### src/design/idct_pkg.sv
`default_nettype none

package idct_pkg;

	// points per 1d transform, samples per 8x8 block
	localparam int N = 8;
	localparam int BLOCK = N * N;

	// signed input samples
	localparam int SAMPLE_W = 12;
	typedef logic signed [SAMPLE_W-1:0] sample_t;

	// row pass results
	// worst case 2048 * 440 needs 21 bits
	localparam int ROW_W = 24;
	typedef logic signed [ROW_W-1:0] row_t;

	// kernel sums, wide enough for a row_t input times the gain
	localparam int ACC_W = 48;
	typedef logic signed [ACC_W-1:0] acc_t;

	// output pixels
	localparam int PIX_W = 24;
	typedef logic signed [PIX_W-1:0] pix_t;

	// scale down after the column pass
	localparam int COL_SHIFT = 12;

	// integer entries of T'
	localparam acc_t C39 = 39;
	localparam acc_t C36 = 36;
	localparam acc_t C35 = 35;
	localparam acc_t C30 = 30;
	localparam acc_t C19 = 19;
	localparam acc_t C16 = 16;
	localparam acc_t C15 = 15;
	localparam acc_t C14 = 14;
	localparam acc_t C8 = 8;
	localparam acc_t C6 = 6;
	localparam acc_t C2 = 2;

	// rows of W', bit i set means t_i is subtracted
	localparam logic [N-1:0] W_NEG [N] = '{
		8'b0000_0000, 8'b1010_1010, 8'b0110_0110, 8'b1100_1100,
		8'b0011_1100, 8'b1001_0110, 8'b0101_1010, 8'b1111_0000
	};

endpackage

`default_nettype wire

### src/design/transpose_buffer.sv
`default_nettype none

module transpose_buffer #(
	parameter type data_t = idct_pkg::row_t
) (
	input wire clk,
	input wire rst,
	input wire data_t i_data,
	input wire i_valid,
	input wire i_first,
	output data_t o_data,
	output logic o_valid,
	output logic o_first
);

	// row * 8 + column of the next write
	logic [5:0] pos;
	logic [5:0] wr_pos;
	// same place with row and column swapped
	logic [5:0] rd_pos;
	logic wr_bank;
	// one whole block is stored in the read bank
	logic full;
	data_t mem [2][idct_pkg::BLOCK];

	// a row start from upstream puts the column back to 0
	assign wr_pos = i_first ? {pos[5:3], 3'd0} : pos;
	assign rd_pos = {wr_pos[2:0], wr_pos[5:3]};

	always_ff @(posedge clk) begin
		if (i_valid) begin
			mem[wr_bank][wr_pos] <= i_data;
			// previous block, column-major
			o_data <= mem[~wr_bank][rd_pos];
		end
	end

	always_ff @(posedge clk or posedge rst) begin
		if (rst) begin
			pos <= '0;
			wr_bank <= 1'b0;
			full <= 1'b0;
			o_valid <= 1'b0;
			o_first <= 1'b0;
		end else begin
			o_valid <= i_valid && full;
			o_first <= i_valid && full && (wr_pos == 6'd0);
			if (i_valid) begin
				pos <= wr_pos + 6'd1;
				// last word of a block, banks swap
				if (wr_pos == 6'(idct_pkg::BLOCK - 1)) begin
					wr_bank <= ~wr_bank;
					full <= 1'b1;
				end
			end
		end
	end

	// rows from the row stage always start on column 0
	a_row_start: assert property (@(posedge clk) disable iff (rst)
		i_valid && i_first |-> pos[2:0] == 3'd0);

endmodule

`default_nettype wire

### config.mk
export PLATFORM = sky130hd
export DESIGN_NAME = transpose_buffer
export DESIGN_NICKNAME = d
export VERILOG_FILES = /design/src/design/idct_pkg.sv /design/src/design/transpose_buffer.sv
export SDC_FILE = /design/constraint.sdc
export NUM_CORES = 2
export LEC_CHECK = 0
export ABC_AREA = 1
export ABC_CLOCK_PERIOD_IN_PS = 3800
export BUFFER_PORTS_ARGS = -buffer_cell sky130_fd_sc_hd__buf_4
export CAP_MARGIN = 5
export CORE_MARGIN = 2
export CORE_UTILIZATION = 50
export CTS_CLUSTER_SIZE = 24
export DETAILED_ROUTE_END_ITERATION = 10
export HOLD_SLACK_MARGIN = 0.03
export PLACE_DENSITY = 0.68
export SLEW_MARGIN = 30
export SYNTH_ARGS = -nofsm -noshare
export SYNTH_HDL_FRONTEND = slang
export SYNTH_SLANG_ARGS = --single-unit
### constraint.sdc
create_clock -name clk -period 3.8 [get_ports clk]
set_input_delay 0.19 -clock clk [delete_from_list [all_inputs] [get_ports clk]]
set_output_delay 0.19 -clock clk [all_outputs]
set_load 0.005 [all_outputs]
# After elaboration in Yosys (flattened, before gate mapping)
# Memories as Yosys holds them, arrays and structs flattened.
# Index checks and enable logic that the tools add are counted.
[op_classes] n_addsub=1 multipliers=0 n_div=0 order_cmp=3 eq_ne=1 shift=0 muxes=8 n_bitwise=3 reduce_logical=5
[op_table] cell="$mux W1536" count=1
[op_table] cell="$bmux W24 S6" count=1
[op_table] cell="$demux W24 S6" count=1
[op_table] cell="$mux W24" count=3
[op_table] cell="$ge A7 B7 Y1 const B" count=2
[op_table] cell="$not A6 Y7" count=2
[op_table] cell="$lt A7 B1 Y1 const B" count=1
[op_table] cell="$add A6 B1 Y6 const B" count=1
[op_table] cell="$eq A6 B6 Y1 const B" count=1
[op_table] cell="$logic_not A6 Y1" count=1
[op_table] cell="$logic_and A1 B1 Y1" count=3
[op_table] cell="$mux W3" count=1
[op_table] cell="$reduce_and A2 Y1" count=1
[op_table] cell="$mux W1" count=1
[op_table] cell="$not A1 Y1" count=1
[word_totals] regBits=34 latchBits=0 ram_bits=3072 romBits=0 in_bits=28 word_cells=28 memories=1
[memory_table] memory="mem" words=2 width=1536 rd=1 rd_clocked_by_memory_dff=0 write_ports=1 line="transpose_buffer.sv:24" rtl="data_t mem [2][idct_pkg::BLOCK];"

# Depth between registers and ports, before layout
[logic_depth] word_depth=7 mapped_depth=17

# Worst setup path after synthesis
# No wires, ideal clock.
[synth_timing] path_kind="flip-flop to flip-flop" from="register pos[3]" to="memory mem[1][600] (netlist bit) (enable)" t_arrival_ns=3.251 setup_slack_ns=0.114 path_stages_with_launch=9 n_path_buf=5 period_less_slack_ns=3.686 path_cell_list="dfrtp_1 buf_2 buf_2 buf_2 buf_2 nor2_1 nand2_1 clkbuf_1 nor3_1"
[synth_between] elab_chain_len=6
[synth_rtl] element="from (decl)" line="transpose_buffer.sv:17" rtl="logic [5:0] pos;"
[synth_rtl] element="from (signal assigned)" line="transpose_buffer.sv:49" rtl="pos <= wr_pos + 6'd1;"
[synth_rtl] element="$not A6 Y7 (not written as such) (*)" line="transpose_buffer.sv:32" rtl="mem[wr_bank][wr_pos] <= i_data;"
[synth_rtl] element="$ge A7 B7 Y1 (not written as such) / $lt A7 B1 Y1 (equally long branches)" line="transpose_buffer.sv:32"
[synth_rtl] element="$logic_and A1 B1 Y1 (not written as such)" line="transpose_buffer.sv:32"
[synth_rtl] element="$mux W24 (not written as such)" line="transpose_buffer.sv:32"
[synth_rtl] element="$demux W24 S6 (*)" line="transpose_buffer.sv:32"
[synth_rtl] element="$mux W1536 (not written as such) (*)" line="transpose_buffer.sv:32"
[synth_rtl] element="to (decl)" line="transpose_buffer.sv:24"
# Mark *: on every way between the ends. The rest lies on a longest branch, timed or not.

# Worst setup path in the final report
[layout_timing] from="register wr_bank" to="register o_data[4] (netlist bit) (data pin)"
[layout_between] elab_chain_len=5
[layout_rtl] element="from (decl)" line="transpose_buffer.sv:21" rtl="logic wr_bank;"
[layout_rtl] element="from (signal assigned)" line="transpose_buffer.sv:52" rtl="wr_bank <= ~wr_bank;"
[layout_rtl] element="$not A1 Y1" line="transpose_buffer.sv:34" rtl="o_data <= mem[~wr_bank][rd_pos];"
[layout_rtl] element="$mem_v2 Z2 W1536"
[layout_rtl] element="$bmux W24 S6" line="transpose_buffer.sv:34"
[layout_rtl] element="$mux W24 (not written as such) (2 in series)" line="transpose_buffer.sv:34"
[layout_rtl] element="to (signal assigned)" line="transpose_buffer.sv:34"
[layout_rtl] element="to (decl)" line="transpose_buffer.sv:11" rtl="output data_t o_data,"
# Every way passes these cells. The select of a mux whose other input is x is not followed.
# A chain may end at the register's enable or synchronous reset.

==> run metrics <==
outcome finished with violations; failing checks setup timing; CP max stage delay roughly 0.77 ns; Final Hold Viols 0; highest routing layer actually used met5; Syn Nets between 10,000 and 15,000; syn_area_per_cell 11.42 µm²; Die X 505.3 µm; die area 0.2553 mm²; worst-margin pin slew 1.044 ns; Clock Root Buffer clkbuf_16; crit path DAT roughly 4.6 ns; Die H 505.3 µm; top cells by area, synth edfxtp_1 (74%), nand2_1 (8.0%), nor2_1 (7.7%); clock latency on the worst-skew pair 0.97 ns; slowest cell on the critical path o21ai_1; yosys warns 0; initial antenna violation count 22; dpl hpwl 203,600 µm; crit end category register; synthesized area 0.1257 mm²; Max Fanout on Critical Path 160; Top-Level Pins 54; largest net degree at the start of global routing between 150 and 200; TritonCTS clock tree yes; final setup violation count 1; RSZ-0062 raised after global routing false; # nets final between 10,000 and 15,000; part of the Yosys area used for sequential elements 0.7419; min Tclk post-route roughly 3.8 ns; Clock power frac 0.336; final wirelength 361,000 µm; clock slew at reported path FFs 0.06 ns; CTS Sinks 3,106; WL met2 165,700 µm; worst slack at placement 0.01284 ns; static leakage 51.18 nW; top cell family by delay on the critical path simple AND/OR/NAND/NOR gates; DRC Markers 0; CORE AREA 0.2507 mm²; layout cells sized above 1 0.09251; first-pass GRT wire length ~530,000 µm; Worst Hold Class in -> reg; crit path buf inv count 3; combinational share of power 0.239; relative slew slack 0.2996; Iteration-0 DRC Markers ~11,000; internal power component 0.06224 W; WL/cell 24.43 µm; Synth area leader edfxtp_1; Synth Register Bits 3,106; post-route cell area 0.1427 mm²; skew final 0.07308 ns; most frequent cell on the critical path nand2_1; setup tns final -0.02188 ns; WHS Path Cells 2; gr usage total 0.2786; number of CTS-inserted buffers 329; DR vias 84,027; Port Buf Inserts 53; Flop pwr share 0.425; crit path launch type register; CP Class reg -> reg; peak supply drop 617.6 µV; Yosys cell types 23; reg2reg path depth 13; Sw Share 0.3150; H-tree levels 5; Slew Limit Fails 0; Longest Clk Path Bufs 4; post-synth top area share 0.7399; met3 WL about 36,000 µm; placed cell areas 0.1323 mm²; Vias/cell 5.686; power density over the cells around 640 mW/mm²; Fmax achieved 0.2617 GHz; setup ws final -0.02188 ns; wl on met1 roughly 140,000 µm; row count 184; CP cell instances inv_16 -> buf_12 -> buf_4 -> nand2_1 -> nand2_1 -> nand2_1 -> o21ai_0 -> nand2_1 -> nand2_1 -> o21ai_1 -> nand2_1 -> nor2_1 -> nand2_1; initial core utilization 0.5012; final worst-path cycle share 1.006; worst endpoint required time 4.52 ns; GR Overflow Total 0; Levels on crit path 13; Synth Instances 11,000; Final Wtd Congestion 0.9208; most frequent cells in the layout edfxtp_1 (3,096), nand2_1 (2,661), nor2_1 (2,548), o21ai_0 (1,395), buf_4 (390); commonest non-fill, non-tap cell in the layout edfxtp_1; vias in the first global route 79,904; Pre-Repair DR Iteration Count 8; Max Cap Violations 0; Switch Pwr 0.02862 W; synth-to-layout area growth 13.57%; Routed Antenna Nets 0; Power Total 0.09086 W
==> area by class of cell <==
| class | instances | area, µm² |
|---|---|---|
| Fill cell | 19772 | 108000 |
| Clock buffer | 401 | 8610 |
| Clock inverter | 162 | 1429 |
| Inverter | 186 | 729.5 |
| Sequential cell | 3106 | 93230 |
| Tap cell | 3348 | 4189 |
| Multi-Input combinational cell | 7064 | 29560 |
| Timing Repair Buffer | 507 | 4960 |
| Antenna cell | 5 | 12.51 |
==> worst paths after layout <==
path	start	end	slack, ns
max in group asynchronous	rst	wr_bank	2.74
setup reg to reg	wr_bank	o_data[4]	-0.02
hold reg to reg	full	full	0.55
hold / removal	i_data[2]	mem[0][746]	0.26
setup / recovery	wr_bank	o_data[4]	-0.02
min in group asynchronous	rst	o_first	0.46
==> worst reg2reg max path: cells and delay by family (launching register included) <==
kind | cells | cell delay (ns)
and+or+nand+nor | 8 | 1.03
buffers and inverters | 3 | 0.96
AOI/OAI and AO/OA | 2 | 0.87
DFF | 1 | 0.75
==> cell families after synthesis <==
group                      after synthesis  share of synthesized area
and+or+nand+nor                       5400                     0.1633
DFF                                   3106                     0.7419
AOI/OAI and AO/OA                     1660                    0.06614
buffers and inverters                  830                    0.02839
xor gates and xnor gates                 3                  0.0002091
adders and majority gates                1                 0.00009956
==> power groups by stage <==
stage | clock network (W) | logic [W] | registers (W)
5_1_grt | 0.0321 | 0.0237 | 0.0386
3_3_place_gp | 0 | 0.0209 | 0.0393
4_1_cts | 0.0308 | 0.0215 | 0.0386
6_report | 0.0305 | 0.0217 | 0.0387
2_1_floorplan | 0 | 0.0127 | 0.0390
3_5_place_dp | 0 | 0.0213 | 0.0394
==> sequential cells by signal, indices dropped and copies added, names as in the netlist <==
name,cells
o_first,1
mem,3072
full,1
o_data,24
o_valid,1
pos,6
wr_bank,1
==> timing repair <==
action / CTS / global route
gates resized for setup: 0 / 2
hold buffers: 29 / 0
setup buffers: 0 / 0
hold endpoints to repair: 1541 / 0
setup endpoints to repair: 0 / 2
==> per-layer routing <==
layer  vias to the layer above  GRT usage
li1                      37949          -
met1                     40938     0.3715
met2                      4391     0.4338
met3                       741    0.04788
met4                         8     0.1609
met5                         -          0
==> through the flow <==
stage | cells | hold WS, ns | utilization
floorplan | 11000 | 0.03018 | -
global placement | 14179 | 0.3535 | 0.5276
detailed placement | 14179 | 0.3708 | 0.5276
CTS | 14771 | 0.2188 | 0.5688
global route | 14775 | 0.2486 | 0.5692
finish | 14779 | 0.2597 | 0.5692
==> Yosys cell counts (all sizes together) <==
| cell type | n |
|---|---|
| nand3 | 26 |
| nor3 | 125 |
| xor2 | 3 |
| edfxtp | 3096 |
| ha | 1 |
| nand4 | 25 |
| o21ai | 1656 |
| inv | 185 |
| dfrtp | 10 |
| a21oi | 2 |
| buf | 321 |
| a31oi | 1 |
| clkbuf | 323 |
| o22ai | 1 |
| nand2 | 2662 |
| clkinv | 1 |
| nor2 | 2562 |
(Power assumes the default switching activity.)
