==> config.mk <==
export PLATFORM = sky130hd
export DESIGN_NAME = idct_1d_stage
export DESIGN_NICKNAME = d
export VERILOG_FILES = /design/src/design/idct_pkg.sv /design/src/design/idct_1d_kernel.sv /design/src/design/idct_1d_stage.sv
export SDC_FILE = /design/constraint.sdc
export NUM_CORES = 2
export LEC_CHECK = 0
export BUFFER_PORTS_ARGS = -buffer_cell sky130_fd_sc_hd__buf_2
export CORE_MARGIN = 2
export CORE_UTILIZATION = 55
export CTS_CLUSTER_SIZE = 30
export DETAILED_ROUTE_END_ITERATION = 6
export PLACE_DENSITY = 0.71
export SLEW_MARGIN = 20
export SYNTH_ARGS = -nofsm -noshare
export SYNTH_HDL_FRONTEND = slang
export SYNTH_HIERARCHICAL = 1
export SYNTH_SLANG_ARGS = --single-unit
==> constraint.sdc <==
create_clock -name clk -period 30.6 [get_ports clk]
set_clock_uncertainty 0.2 [all_clocks]
set_input_delay 3.06 -clock clk [delete_from_list [all_inputs] [get_ports clk]]
set_output_delay 3.06 -clock clk [all_outputs]
set_load 0.005 [all_outputs]
==> src/design/idct_pkg.sv <==
`default_nettype none

package idct_pkg;

	// points per 1d transform, samples per 8x8 block
	localparam int N = 8;
	localparam int BLOCK = N * N;

	// signed input samples
	localparam int SAMPLE_W = 12;
	typedef logic signed [SAMPLE_W-1:0] sample_t;

	// row pass results
	// worst case 2048 * 440 needs 21 bits
	localparam int ROW_W = 24;
	typedef logic signed [ROW_W-1:0] row_t;

	// kernel sums, wide enough for a row_t input times the gain
	localparam int ACC_W = 48;
	typedef logic signed [ACC_W-1:0] acc_t;

	// output pixels
	localparam int PIX_W = 24;
	typedef logic signed [PIX_W-1:0] pix_t;

	// scale down after the column pass
	localparam int COL_SHIFT = 12;

	// integer entries of T'
	localparam acc_t C39 = 39;
	localparam acc_t C36 = 36;
	localparam acc_t C35 = 35;
	localparam acc_t C30 = 30;
	localparam acc_t C19 = 19;
	localparam acc_t C16 = 16;
	localparam acc_t C15 = 15;
	localparam acc_t C14 = 14;
	localparam acc_t C8 = 8;
	localparam acc_t C6 = 6;
	localparam acc_t C2 = 2;

	// rows of W', bit i set means t_i is subtracted
	localparam logic [N-1:0] W_NEG [N] = '{
		8'b0000_0000, 8'b1010_1010, 8'b0110_0110, 8'b1100_1100,
		8'b0011_1100, 8'b1001_0110, 8'b0101_1010, 8'b1111_0000
	};

endpackage

`default_nettype wire

==> src/design/idct_1d_kernel.sv <==
`default_nettype none

module idct_1d_kernel #(
	parameter type in_t = idct_pkg::sample_t,
	parameter type out_t = idct_pkg::row_t
) (
	input wire in_t i_x [idct_pkg::N],
	output idct_pkg::acc_t o_w [idct_pkg::N]
);

	// inputs in the sum width
	idct_pkg::acc_t x [idct_pkg::N];
	// T' * x
	idct_pkg::acc_t t [idct_pkg::N];

	// gain per output is at most 440, so 9 bits on top of the input
	if ($bits(in_t) + 9 > idct_pkg::ACC_W || $bits(out_t) > idct_pkg::ACC_W) begin : g_width_err
		$error("idct_1d_kernel: payload does not fit the kernel sum width");
	end

	// sign extend every input
	always_comb begin
		for (int i = 0; i < idct_pkg::N; i++) begin
			x[i] = idct_pkg::acc_t'(i_x[i]);
		end
	end

	// even part, only x0 x2 x4 x6
	assign t[0] = idct_pkg::C39 * x[0];
	assign t[1] = idct_pkg::C39 * x[4];
	assign t[2] = idct_pkg::C36 * x[2] - idct_pkg::C15 * x[6];
	assign t[3] = idct_pkg::C15 * x[2] + idct_pkg::C36 * x[6];

	// odd part, four taps each
	assign t[4] = idct_pkg::C35 * x[1] - idct_pkg::C14 * x[3]
		+ idct_pkg::C8 * x[5] - idct_pkg::C6 * x[7];
	assign t[5] = idct_pkg::C19 * x[3] - idct_pkg::C2 * x[1]
		+ idct_pkg::C30 * x[5] - idct_pkg::C16 * x[7];
	assign t[6] = idct_pkg::C16 * x[1] + idct_pkg::C30 * x[3]
		- idct_pkg::C19 * x[5] - idct_pkg::C2 * x[7];
	assign t[7] = idct_pkg::C6 * x[1] + idct_pkg::C8 * x[3]
		+ idct_pkg::C14 * x[5] + idct_pkg::C35 * x[7];

	// w_k = signed sum of t over row k of W'
	for (genvar k = 0; k < idct_pkg::N; k++) begin : g_row
		// t with the row's sign applied
		idct_pkg::acc_t p [idct_pkg::N];
		// first level of the add tree
		idct_pkg::acc_t s [idct_pkg::N/2];
		// second level
		idct_pkg::acc_t q [2];

		for (genvar i = 0; i < idct_pkg::N; i++) begin : g_term
			assign p[i] = idct_pkg::W_NEG[k][i] ? -t[i] : t[i];
		end

		// neighbours pair up first
		for (genvar i = 0; i < idct_pkg::N/2; i++) begin : g_pair
			assign s[i] = p[2*i] + p[2*i+1];
		end

		assign q[0] = s[0] + s[1];
		assign q[1] = s[2] + s[3];
		// root of the tree
		assign o_w[k] = q[0] + q[1];
	end

endmodule

`default_nettype wire

==> src/design/idct_1d_stage.sv <==
`default_nettype none

module idct_1d_stage #(
	parameter type in_t = idct_pkg::sample_t,
	parameter type out_t = idct_pkg::row_t,
	parameter int SHIFT = 0
) (
	input wire clk,
	input wire rst,
	input wire in_t i_data,
	input wire i_valid,
	input wire i_first,
	output out_t o_data,
	output logic o_valid,
	output logic o_first
);

	// element index inside the current block, counts accepted inputs
	logic [2:0] idx;
	logic last;
	// set once a whole block has gone through the kernel
	logic primed;
	// start flag of the block being captured, and of the one being sent
	logic first_cap;
	logic res_first;
	// every kernel result survives the narrowing to out_t
	logic fits;
	in_t cap [idct_pkg::N];
	in_t kin [idct_pkg::N];
	idct_pkg::acc_t kw [idct_pkg::N];
	// results of the previous block, read out by idx
	out_t res [idct_pkg::N];

	assign last = (idx == 3'(idct_pkg::N - 1));

	// element arriving now goes straight into the kernel
	// so the block is complete on the eighth strobe
	always_comb begin
		for (int i = 0; i < idct_pkg::N; i++) begin
			kin[i] = (idx == 3'(i)) ? i_data : cap[i];
		end
	end

	idct_1d_kernel #(
		.in_t (in_t),
		.out_t(out_t)
	) kernel_i (
		.i_x(kin),
		.o_w(kw)
	);

	// shifted sum read back from out_t must match the full sum
	always_comb begin
		fits = 1'b1;
		for (int i = 0; i < idct_pkg::N; i++) begin
			if (idct_pkg::acc_t'(out_t'(kw[i] >>> SHIFT)) != (kw[i] >>> SHIFT)) begin
				fits = 1'b0;
			end
		end
	end

	// capture, result bank and serialiser
	always_ff @(posedge clk) begin
		if (i_valid) begin
			cap[idx] <= i_data;
			// old bank entry leaves as the new element enters
			o_data <= res[idx];
			if (last) begin
				for (int i = 0; i < idct_pkg::N; i++) begin
					res[i] <= out_t'(kw[i] >>> SHIFT);
				end
			end
		end
	end

	always_ff @(posedge clk or posedge rst) begin
		if (rst) begin
			idx <= '0;
			primed <= 1'b0;
			first_cap <= 1'b0;
			res_first <= 1'b0;
			o_valid <= 1'b0;
			o_first <= 1'b0;
		end else begin
			// nothing to send until the first block is done
			o_valid <= i_valid && primed;
			o_first <= i_valid && primed && res_first && (idx == 3'd0);
			if (i_valid) begin
				idx <= idx + 3'd1;
				if (idx == 3'd0) begin
					first_cap <= i_first;
				end
				// flag travels with its block into the result bank
				if (last) begin
					primed <= 1'b1;
					res_first <= first_cap;
				end
			end
		end
	end

	// a latched block never overflows the result width
	a_no_overflow: assert property (@(posedge clk) disable iff (rst)
		i_valid && last |-> fits);

endmodule

`default_nettype wire

After elaboration in Yosys (flattened, before gate mapping)
Memories as Yosys holds them, arrays and structs flattened. A register that Yosys moved wholly into a read port is not among the register bits.
Cells that the tools add are included.
Cells by class
  add/sub/neg operators: 56
  multiply operators: 16
  equality and inequality tests: 7
  multiplexer cells: 13
  reduce and logical (&&, ||, !) cells: 6
Operators by type and width (number)
  24-bit adder: 32
  24-bit negator: 6
  5-bit by 12-bit multiplier with 17-bit output (first input constant): 6
  12-bit 2-to-1 mux: 8
  7-bit by 12-bit multiplier with 19-bit output (first input constant): 4
  24-bit by 16-bit subtractor with 24-bit output: 2
  19-bit by 17-bit subtractor with 20-bit output: 2
  6-bit by 12-bit multiplier with 18-bit output (first input constant): 2
  4-bit by 12-bit multiplier with 16-bit output (first input constant): 2
  3-bit by 12-bit multiplier with 15-bit output (first input constant): 2
  19-bit by 24-bit adder with 24-bit output: 1
  24-bit by 15-bit adder with 24-bit output: 1
  24-bit by 19-bit adder with 24-bit output: 1
  19-bit negator with 24-bit output: 1
  24-bit by 13-bit subtractor with 24-bit output: 1
  17-bit by 19-bit adder with 20-bit output: 1
  19-bit by 18-bit adder with 20-bit output: 1
  19-bit by 19-bit adder with 20-bit output: 1
  19-bit by 18-bit subtractor with 20-bit output: 1
  16-bit by 18-bit adder with 19-bit output: 1
  18-bit by 13-bit subtractor with 19-bit output: 1
  17-bit by 17-bit adder with 18-bit output: 1
  16-bit by 15-bit adder with 17-bit output: 1
  3-bit equality test (second input constant): 4
  7 further kinds: 15
Storage, ports and cells
  bits in registers: 8
  bits in writable memories: 288
  output and inout bits: 26
  memories kept: 2
Memory list
  res: depth 8, bits a word 24, rd ports 1, clocked after Yosys merged registers in 1, write ports 8, RTL line idct_1d_stage.sv:32  | out_t res [idct_pkg::N];
  cap: depth 8, bits a word 12, rd ports 8, clocked after Yosys merged registers in 0, write ports 1, RTL line idct_1d_stage.sv:28  | in_t cap [idct_pkg::N];

Depth between registers and ports, before layout
  depth in word-level cells: 10
  gate-level depth with buffers: 59
  mapped depth without buffers: 56

By module
Netlist, hierarchy kept.
By module, submodules not included
  idct_1d_kernel: instances 1, cells each 10651, area each 84131.9 um^2
  idct_1d_stage: instances 1, cells each 554, area each 12585.8 um^2

Worst setup path after synthesis
OpenSTA, ideal clock, no wires.
  kind: input to register
  start: input port i_data[4] (netlist name)
  end: memory res[0][23] (netlist name) (data pin)
  library setup time: 260 ps
  data arrival time: 15142 ps
  required time: 30140 ps
  path slack: 14999 ps
  stages: 40
  path through: mux2_2 > ha_1 > ha_1 > inv_1 > fa_1 > fa_1 > inv_1 > ha_1 > a21boi_0 > o21ai_0 > a21boi_0 > o21ai_0 > a21boi_0 > o21ai_0 > a21boi_0 > o21ai_0 > a21boi_0 > nor2_1 > (+4 left out) > a41oi_1 > a211oi_1 > a2111oi_0 > a21oi_1 > inv_1 > fa_1 > ha_1 > a21oi_1 > nand2_1 > a211oi_1 > o31ai_1 > xor2_1 > fa_1 > ha_1 > and3_1 > o21ai_0 > nand2_1 > xor2_1
RTL lines
  from (decl): RTL line idct_1d_stage.sv:10  | input wire in_t i_data,
  to (decl): RTL line idct_1d_stage.sv:32

==> results.tsv <==
metric	value	unit
status	finished, final reports clean	
WP data required	30.73	ns
vias in the first global route	53100	
num rows	128	
min-delay worst type	flip-flop to flip-flop	
cts repair resizes	0	
H-tree Lvls	2	
unrepaired setup endpoints after global routing	false	
worst-path maximum fanout	16	
most frequent cell on the critical path	ha_1	
largest net degree at the start of global routing	80	
postcts setup bufs	0	
initial DRC count	4413	
critical path arrival	15.42	ns
f_max	0.0654	GHz
drt via density	5.77	
fin util	58.0	%
global-route wire length before repair	317000	um
GP Congestion	1.03	
area grow syn2layout	4.79	%
Clock transition at path regs	0.06	ns
syn avg cell area	9.17	um^2
via count	51900	
share of layout cells above drive strength 1	4.30	%
HPWL Detailed	187000	um
Post-DP Area	69300	um^2
Core ar.	122000	um^2
CP Launch Type	input pin	
die area	125000	um^2
CP max stage delay	0.77	ns
PortBufs	41	
CP endpoint kind	flip-flop	
Tightest Pin Transition	1.22	ns
Routed Antenna Nets	0	
Detailed Routing Iterations Pass 1	6	
critical path type	input pin to flip-flop	
Die Width	354	um
minimum clock period	15.29	ns
Slowest cell on crit path	nor3_1	
design area	70500	um^2
Yosys Warn Count	6	
Initial Utilization	55.3	%
number of max-cap violations	0	
root buffer cell	clkbuf_16	
Mapped Area	67200	um^2
cts hold-fix bufs	0	
Final Setup Violations	0	
Total Routed Length	212000	um
clk sinks	320	
GRT Util Overall	33.8	%
Skew-Pair Late Insertion Delay	0.62	ns
setup TNS	0	ns
WL per Instance	23.6	um
Max clock buf depth	3	
grt total ovfl	0	
Slew headroom	18.2	%
Remaining DRCs	0	
Max Transition Viols Final	0	
count of final hold-check violations	0	
initial antenna violation count	9	
I/O pins	42	
R2R setup slack	16.22	ns
Cells after Synth	7336	
CTS tree	yes	
Tcrit/Tclk final	50.0	%
Final Net Count	9073	
syn nets	9069	
CTS Buf Count	37	
WHS	0.289	ns
Die Y	354	um
[layer usage]
metal	GRT usage, %	vias to the layer above	share of wire [%]
met5	0	-	0.021
met4	12.1	6	4.0
met3	7.31	368	7.7
met2	57.1	1562	47
met1	42.6	25500	42
li1	-	24500	-
[layout by cell type, fill, tap and decap left out, types with 144 or more instances in the layout]
cell type / count
xnor2_1: 558
a21o_1: 265
a21oi_1: 514
ha_1: 1077
inv_1: 1528
xor2_1: 233
o21bai_1: 144
o21ai_0: 257
nor2_1: 339
nand2_1: 208
edfxtp_1: 312
fa_1: 640
[worst max-delay path, delay by kind of cell]
kind	cells	cell delay, ns
AND/OR/NAND/NOR	12	2.16
AO/OA/AOI/OAI	13	2.64
XOR/XNOR	5	1.15
buffers and inverters	7	0.72
adder cells (fa/ha/maj)	13	5.18
multiplexers	1	0.45
[worst paths after layout]
check,start,cells past startpoint,to
worst max-delay path,i_data[0],51,res[4][22]
worst min register to register,primed,1,primed
worst min-delay path,primed,1,primed
max in group asynchronous,rst,2,idx[0]
worst max register to register,idx[2],53,res[4][22]
min in group asynchronous,rst,2,o_first
[state kept, by name (all words and copies together) (netlist names)]
name       cells
o_valid        1
first_cap      1
res          192
res_first      1
o_first        1
primed         1
idx            3
cap           96
o_data        24
[area by class of cell]
class                           instances  area [um^2]
Clock inverter                         18          220
Inverter                             1530         5740
Multi-Input combinational cell       5377        51500
Clock buffer                           46          960
Timing Repair Buffer                   74          465
Fill cell                           10700        51100
Tap cell                             1625         2030
Antenna cell                            5         12.5
Sequential cell                       320         9570
[through the flow]
stage | setup slack (ns) | instances
2_1_floorplan | 16.71 | 7336
4_1_cts | 15.44 | 8990
3_3_place_gp | 14.90 | 8926
6_report | 15.31 | 8995
5_1_grt | 14.65 | 8990
3_5_place_dp | 14.82 | 8926
Power is left out: the tool's default activity adds up to more than one toggle a clock period on the data nets, which glitch-free logic cannot reach.
